===== src/hdl/cpu_bus_pkg.sv =====
package cpu_bus_pkg;

    // Work RAM is 2 KB mirrored four times below 2000
    localparam logic [15:0] ram_mirror_mask = 16'h07FF;

    // Program ROM is 16 KB mirrored twice above 8000
    localparam logic [15:0] rom_mirror_mask = 16'h3FFF;

    // Nibbles 2 and 3 share the upper three bits
    localparam logic [3:0] ppu_window_hi = 4'h2;

    localparam logic [15:0] oamdma_addr = 16'h4014;

    localparam int vram_depth = 2048;
    localparam int oam_depth = 256;

    // Order follows the low three address bits in the window
    typedef enum logic [3:0] {
        PPUCTRL   = 4'd0,
        PPUMASK   = 4'd1,
        PPUSTATUS = 4'd2,
        OAMADDR   = 4'd3,
        OAMDATA   = 4'd4,
        PPUSCROLL = 4'd5,
        PPUADDR   = 4'd6,
        PPUDATA   = 4'd7,
        OAMDMA    = 4'd8
    } reg_t;

    // One CPU bus cycle
    typedef struct packed {
        logic [15:0] addr;
        logic [7:0]  w_data;
        logic        write;
    } bus_req_t;

    // Picture register access with strobes already qualified
    typedef struct packed {
        reg_t       sel;
        logic       rd;
        logic       wr;
        logic [7:0] data;
    } ppu_req_t;

endpackage : cpu_bus_pkg


===== src/hdl/cpu_ucode_pkg.sv =====
package cpu_ucode_pkg;

    // Interrupt and reset vector bytes
    localparam logic [7:0] brk_vec_lo = 8'hFE;
    localparam logic [7:0] brk_vec_hi = 8'hFF;
    localparam logic [7:0] nmi_vec_lo = 8'hFA;
    localparam logic [7:0] nmi_vec_hi = 8'hFB;
    localparam logic [7:0] rst_vec_lo = 8'hFC;
    localparam logic [7:0] rst_vec_hi = 8'hFD;
    localparam logic [7:0] vec_page = 8'hFF;
    localparam logic [7:0] stack_page = 8'h01;

    // Status byte layout NV-BDIZC
    localparam int status_unused_bit = 5;
    localparam int status_break_bit = 4;

    typedef enum logic [1:0] {
        STATE_FETCH,
        STATE_DECODE,
        STATE_NEITHER
    } processor_state_t;

    typedef enum logic [3:0] {
        ADDRLO_BRKLO,
        ADDRLO_BRKHI,
        ADDRLO_FD,
        ADDRLO_FC,
        ADDRLO_PCLO,
        ADDRLO_RMEMBUFFER,
        ADDRLO_RMEM,
        ADDRLO_ALUOUT,
        ADDRLO_SP,
        ADDRLO_HOLD
    } addr_lo_src_t;

    typedef enum logic [2:0] {
        ADDRHI_1,
        ADDRHI_0,
        ADDRHI_FF,
        ADDRHI_PCHI,
        ADDRHI_RMEM,
        ADDRHI_ALUOUT,
        ADDRHI_HOLD
    } addr_hi_src_t;

    typedef enum logic [1:0] {
        ACCESS_READ,
        ACCESS_WRITE,
        ACCESS_NONE
    } access_t;

    typedef enum logic [3:0] {
        WMEM_PCHI,
        WMEM_PCLO,
        WMEM_STATUS_BRK,
        WMEM_STATUS_BC,
        WMEM_STORE_A,
        WMEM_STORE_X,
        WMEM_STORE_Y,
        WMEM_STORE_STATUS,
        WMEM_RMEM,
        WMEM_ALUOUT
    } wmem_src_t;

    typedef struct packed {
        processor_state_t state;
        addr_lo_src_t     addr_lo_src;
        addr_hi_src_t     addr_hi_src;
        access_t          access;
        wmem_src_t        wmem_src;
        logic             pchi_from_rmem;
    } bus_op_t;

    typedef struct packed {
        logic [7:0]  a;
        logic [7:0]  x;
        logic [7:0]  y;
        logic [7:0]  sp;
        logic [15:0] pc;
        logic        n;
        logic        v;
        logic        d;
        logic        i;
        logic        z;
        logic        c;
        logic [7:0]  alu_out;
    } cpu_regs_t;

endpackage : cpu_ucode_pkg


===== src/hdl/cpu_bus_driver.sv =====
`timescale 1ns/100ps

module cpu_bus_driver import cpu_bus_pkg::*; import cpu_ucode_pkg::*; (
    input  logic      clock,
    input  logic      reset_n,
    input  logic      clock_en,
    input  bus_op_t   op,
    input  cpu_regs_t regs,
    input  logic      nmi_active,
    input  logic [7:0] r_data,
    output bus_req_t  bus
);

    logic [7:0]  r_data_buffer;
    logic [15:0] held_addr;
    logic [15:0] addr;
    logic [7:0]  addr_lo;
    logic [7:0]  addr_hi;
    logic        lo_en;
    logic        hi_en;
    logic [7:0]  status_base;
    logic [7:0]  w_data;

    // Byte sources per micro-op
    always_comb begin
        addr_lo = 8'h00;
        addr_hi = 8'h00;
        lo_en = 1'b1;
        hi_en = 1'b1;
        if (op.state == STATE_NEITHER) begin
            case (op.addr_lo_src)
                ADDRLO_BRKLO:      addr_lo = nmi_active ? nmi_vec_lo : brk_vec_lo;
                ADDRLO_BRKHI:      addr_lo = nmi_active ? nmi_vec_hi : brk_vec_hi;
                ADDRLO_FD:         addr_lo = rst_vec_hi;
                ADDRLO_FC:         addr_lo = rst_vec_lo;
                ADDRLO_PCLO:       addr_lo = regs.pc[7:0];
                ADDRLO_RMEMBUFFER: addr_lo = r_data_buffer;
                ADDRLO_RMEM:       addr_lo = r_data;
                ADDRLO_ALUOUT:     addr_lo = regs.alu_out;
                ADDRLO_SP:         addr_lo = regs.sp;
                default:           lo_en = 1'b0;
            endcase
            case (op.addr_hi_src)
                ADDRHI_1:      addr_hi = stack_page;
                ADDRHI_0:      addr_hi = 8'h00;
                ADDRHI_FF:     addr_hi = vec_page;
                ADDRHI_PCHI:   addr_hi = regs.pc[15:8];
                ADDRHI_RMEM:   addr_hi = r_data;
                ADDRHI_ALUOUT: addr_hi = regs.alu_out;
                default:       hi_en = 1'b0;
            endcase
        end else begin
            // Opcode and operand fetch run off the PC
            addr_lo = regs.pc[7:0];
            addr_hi = op.pchi_from_rmem ? r_data : regs.pc[15:8];
        end
    end

    // Held bytes show through where a selector says HOLD
    assign addr = {hi_en ? addr_hi : held_addr[15:8], lo_en ? addr_lo : held_addr[7:0]};

    always_comb begin
        status_base = {regs.n, regs.v, 2'b00, regs.d, regs.i, regs.z, regs.c};
        status_base[status_unused_bit] = 1'b1;
    end

    always_comb begin
        w_data = status_base;
        case (op.wmem_src)
            WMEM_PCHI:         w_data = regs.pc[15:8];
            WMEM_PCLO:         w_data = regs.pc[7:0];
            // B is clear when the push comes from NMI
            WMEM_STATUS_BRK:   w_data[status_break_bit] = !nmi_active;
            WMEM_STATUS_BC:    w_data[status_break_bit] = 1'b0;
            WMEM_STORE_A:      w_data = regs.a;
            WMEM_STORE_X:      w_data = regs.x;
            WMEM_STORE_Y:      w_data = regs.y;
            WMEM_STORE_STATUS: w_data[status_break_bit] = 1'b1;
            WMEM_RMEM:         w_data = r_data;
            WMEM_ALUOUT:       w_data = regs.alu_out;
            default:           w_data = 8'h00;
        endcase
    end

    assign bus = '{addr: addr, w_data: w_data, write: op.access == ACCESS_WRITE};

    always_ff @(posedge clock or negedge reset_n) begin
        if (!reset_n) begin
            held_addr <= 16'h0000;
            r_data_buffer <= 8'h00;
        end else if (clock_en) begin
            held_addr <= addr;
            r_data_buffer <= r_data;
        end
    end

    state_known: assert property (
        @(posedge clock) disable iff (!reset_n) clock_en |-> !$isunknown(op.state)
    );

endmodule : cpu_bus_driver


===== config.mk =====
export PLATFORM = sky130hd
export DESIGN_NAME = cpu_bus_driver
export DESIGN_NICKNAME = d
export VERILOG_FILES = /design/src/hdl/cpu_bus_pkg.sv /design/src/hdl/cpu_ucode_pkg.sv /design/src/hdl/cpu_bus_driver.sv
export SDC_FILE = /design/constraint.sdc
export NUM_CORES = 1
export LEC_CHECK = 0
export ABC_AREA = 1
export BUFFER_PORTS_ARGS = -buffer_cell sky130_fd_sc_hd__buf_4
export CAP_MARGIN = 30
export CELL_PAD_IN_SITES_DETAIL_PLACEMENT = 0
export CELL_PAD_IN_SITES_GLOBAL_PLACEMENT = 1
export CORE_MARGIN = 2
export CORE_UTILIZATION = 33
export CTS_CLUSTER_SIZE = 28
export DETAILED_ROUTE_END_ITERATION = 10
export PLACE_DENSITY_LB_ADDON = 0.1
export SYNTH_ARGS = -nofsm -noshare
export SYNTH_HDL_FRONTEND = slang
export SYNTH_SLANG_ARGS = --single-unit

===== constraint.sdc =====
create_clock -name clock -period 2 [get_ports clock]
set_input_delay 0.4 -clock clock [delete_from_list [all_inputs] [get_ports clock]]
set_output_delay 0.4 -clock clock [all_outputs]
set_load 0.1 [all_outputs]

==> summary.txt <==
Timing
  – Final Critical Period: 1960 ps
  – Fmax: 509 MHz
  – Fin Hold WS: 7.22 ps
  – Final hold violation count: 0
  – RSZ-0062 raised after global routing: yes
  – Final setup vio count: 0
  – Clock Skews: 4.69 ps
  – Final Slew Violations: 0
  – Tcrit/Tclk final: 98.2%
  – Worst Tran Pin Value: 384 ps
  – Slew margin rel.: 74.4%

Power and ir drop
  – Peak supply drop: 0.493 mV
  – PD cells: 534 nW/um^2
  – Lkg Pwr: 2.20 nW

Global route
  – Initial antenna violation count: 0
  – Vias in the first global route: 3073
  – Gr ovfl total: 0
  – Pin count of the biggest net entering global routing: 26
  – Total track usage: 23.8%
  – First-pass GRT wire length: 15900 um

Floorplanning
  – Initial Utilization: 33.6%
  – Height of the die: 92.0 um
  – Core area: 7610 um^2
  – Die area: 8470 um^2
  – Standard-cell rows: 32
  – Die W: 92.0 um
  – Top Ports: 115

Detailed routing
  – Routed Antenna Nets: 0
  – DRC viols: 0
  – WL per Instance: 14.7 um
  – Pre-Repair DR Iteration Count: 5
  – DR iter-0 viols: 207
  – Total wire length: 10200 um
  – Via/cell ratio: 4.92
  – Routed vias: 3413

Finish
  – N_diodes: 0
  – Number of fillers in the final layout: 823
  – Area grow syn2layout: 58.5%
  – Nets: 682
  – Reg area: 601 um^2
  – Multi-input gate area in the final layout: 1780 um^2
  – Post-layout util: 53.3%
  – Layout cell share with drive strength beyond 1: 33.2%

Clocking
  – Num CTS Buffers: 3
  – CTS tree: done
  – H-Tree Depth: 1
  – Hold-fix buffer count after cts: 0
  – Root buf cell: clkbuf_8
  – Clock slew at reported path FFs: 90 ps
  – Worst-Skew Late Latency: 270 ps
  – Clock Sinks: 24
  – Max clock buf depth: 2

Synth
  – Synth area leader: nand2_1
  – Number of synthesized flops with an enable pin: 0
  – Count of cell types in the netlist: 27
  – YS warnings: 0
  – Share of synthesized registers carrying an async set or reset: 100%
  – Area share of the largest cell type after synthesis: 23.6%
  – Primary FF master, synth: dfrtp_1
  – Seq cells post-synth: 24
  – Syn avg cell area: 5.52 um^2
  – Cell area after synthesis: 2560 um^2
  – Largest cells by area after synthesis: nand2_1, dfrtp_1, nand3_1, inv_1, nor2_1
  – Mapped Cells: 463
  – Net Count, Synth: 553
  – Count leader, synth: nand2_1
  – Top post-synthesis cells by count: nand2_1, inv_1, nand3_1
  – Sequential area share after synthesis: 23.5%

Worst setup path
  – Crit-path max FO: 8
  – WP data required: 1600 ps
  – Crit path DAT: 1560 ps
  – R2R Setup Slk: 930 ps
  – Critical path type: input port to output port
  – Crit end category: output port
  – Crit start category: input port

Flow run
  – Max_cap viols: 0

Place
  – GP Congestion: 0.911
  – Number of port buffers: 114
  – DPL Wire Length: 8320 um

Min path
  – Hold crit path type: input port to asynchronous set/reset pin

Status
  – Outcome: complete, no violations
final cells by class:
type                            count  share of cell area [%]
Multi-Input combinational cell    356                    43.8
Timing Repair Buffer              134                    29.2
Sequential cell                    24                    14.8
Inverter                           73                    7.28
Tap cell                          102                    3.15
Clock buffer                        3                    1.02
Clock inverter                      1                   0.741
per-stage QoR:
| step | cells | cell area [um^2] | TNS (ps) | power, mW | setup slack [ps] |
|---|---|---|---|---|---|
| after floorplan | 463 | 2690 | -444 | 1.28 | -167 |
| after global placement | 687 | 3770 | -237 | 1.65 | -73.8 |
| after detailed placement | 687 | 3770 | -192 | 1.65 | -66.1 |
| after CTS | 691 | 3890 | 0 | 2.11 | 4.12 |
| after global routing | 693 | 4050 | -15.8 | 2.28 | -7.44 |
| final | 693 | 4050 | 0 | 2.17 | 36.8 |
power breakdown:
part           total (mW)  internal (mW)  leakage [nW]  switching, mW
Sequential          0.565          0.538         0.293         0.0273
Combinational        1.17          0.396          1.87          0.773
Clock               0.431          0.268        0.0357          0.164
Total                2.17           1.20          2.20          0.964
per-layer routing:
metal / GRT usage, % / vias to the layer above / part of all wire [%]
li1: - / 1729 / -
met1: 36.5 / 1539 / 48
met2: 36.3 / 137 / 44
met3: 2.55 / 8 / 7.2
met4: 4.23 / 0 / 0.74
met5: 0 / - / 0
path summary, 6_finish.rpt:
path | start | end | cells past startpoint
hold reg to reg | held_addr[9]$_DFFE_PN0P_ | held_addr[9]$_DFFE_PN0P_ | 2
max in group asynchronous | reset_n | held_addr[14]$_DFFE_PN0P_ | 1
hold / removal | reset_n | held_addr[2]$_DFFE_PN0P_ | 1
setup / recovery | op[2] | bus[3] | 10
setup reg to reg | r_data_buffer[0]$_DFFE_PN0P_ | held_addr[0]$_DFFE_PN0P_ | 8
min in group clock | r_data[1] | r_data_buffer[1]$_DFFE_PN0P_ | 3
sequential cells by signal, summed over array words and instances (netlist names):
name and flops:
held_addr 16, r_data_buffer 8
layout by cell type, fill, tap and decap left out, types with 2 or more instances in the layout:
cell | synthesis | final
nand2_1 | 161 | 151
buf_4 | 1 | 110
inv_1 | 69 | 66
nand3_1 | 55 | 46
nor2_1 | 51 | 39
dfrtp_1 | 24 | 24
o21ai_0 | 30 | 23
nand2_2 | 9 | 17
buf_6 | 3 | 13
a21oi_1 | 11 | 11
nand3_2 | 1 | 10
nor2_2 | 1 | 9
o22ai_1 | 11 | 9
buf_12 | 0 | 9
nor2_4 | 4 | 8
o21ai_1 | 0 | 7
nor3_1 | 5 | 5
o211ai_1 | 5 | 5
inv_2 | 4 | 4
nand4_1 | 3 | 3
clkbuf_8 | 0 | 3
a31oi_1 | 2 | 2
a22oi_1 | 2 | 2
o22ai_2 | 0 | 2
buf_8 | 0 | 2
logic make-up (layout without fill, tap and decap cells):
kind of cell / count (synthesis) / in the layout / share of synthesized area [%]
simple gates: 290 / 290 / 48.2
compound gates: 66 / 66 / 14.9
buf+inv: 83 / 211 / 13.4
flops: 24 / 24 / 23.5
what timing repair did:
action                                  CTS  global route
cloned                                    0             0
pin swaps                                 0             4
gates resized for setup                  12            43
buffers inserted                          0             2
endpoints found under the setup margin    9            24
worst max-delay path: stages:
cell      delay, ps
buf_4           130
buf_12          120
clkinv_8         50
nand2_8          60
inv_6            90
nand2_4          80
o22ai_1         220
a21oi_1          70
nand4_1         100
buf_6           230
No activity file was read; power rests on OpenSTA's default activity.
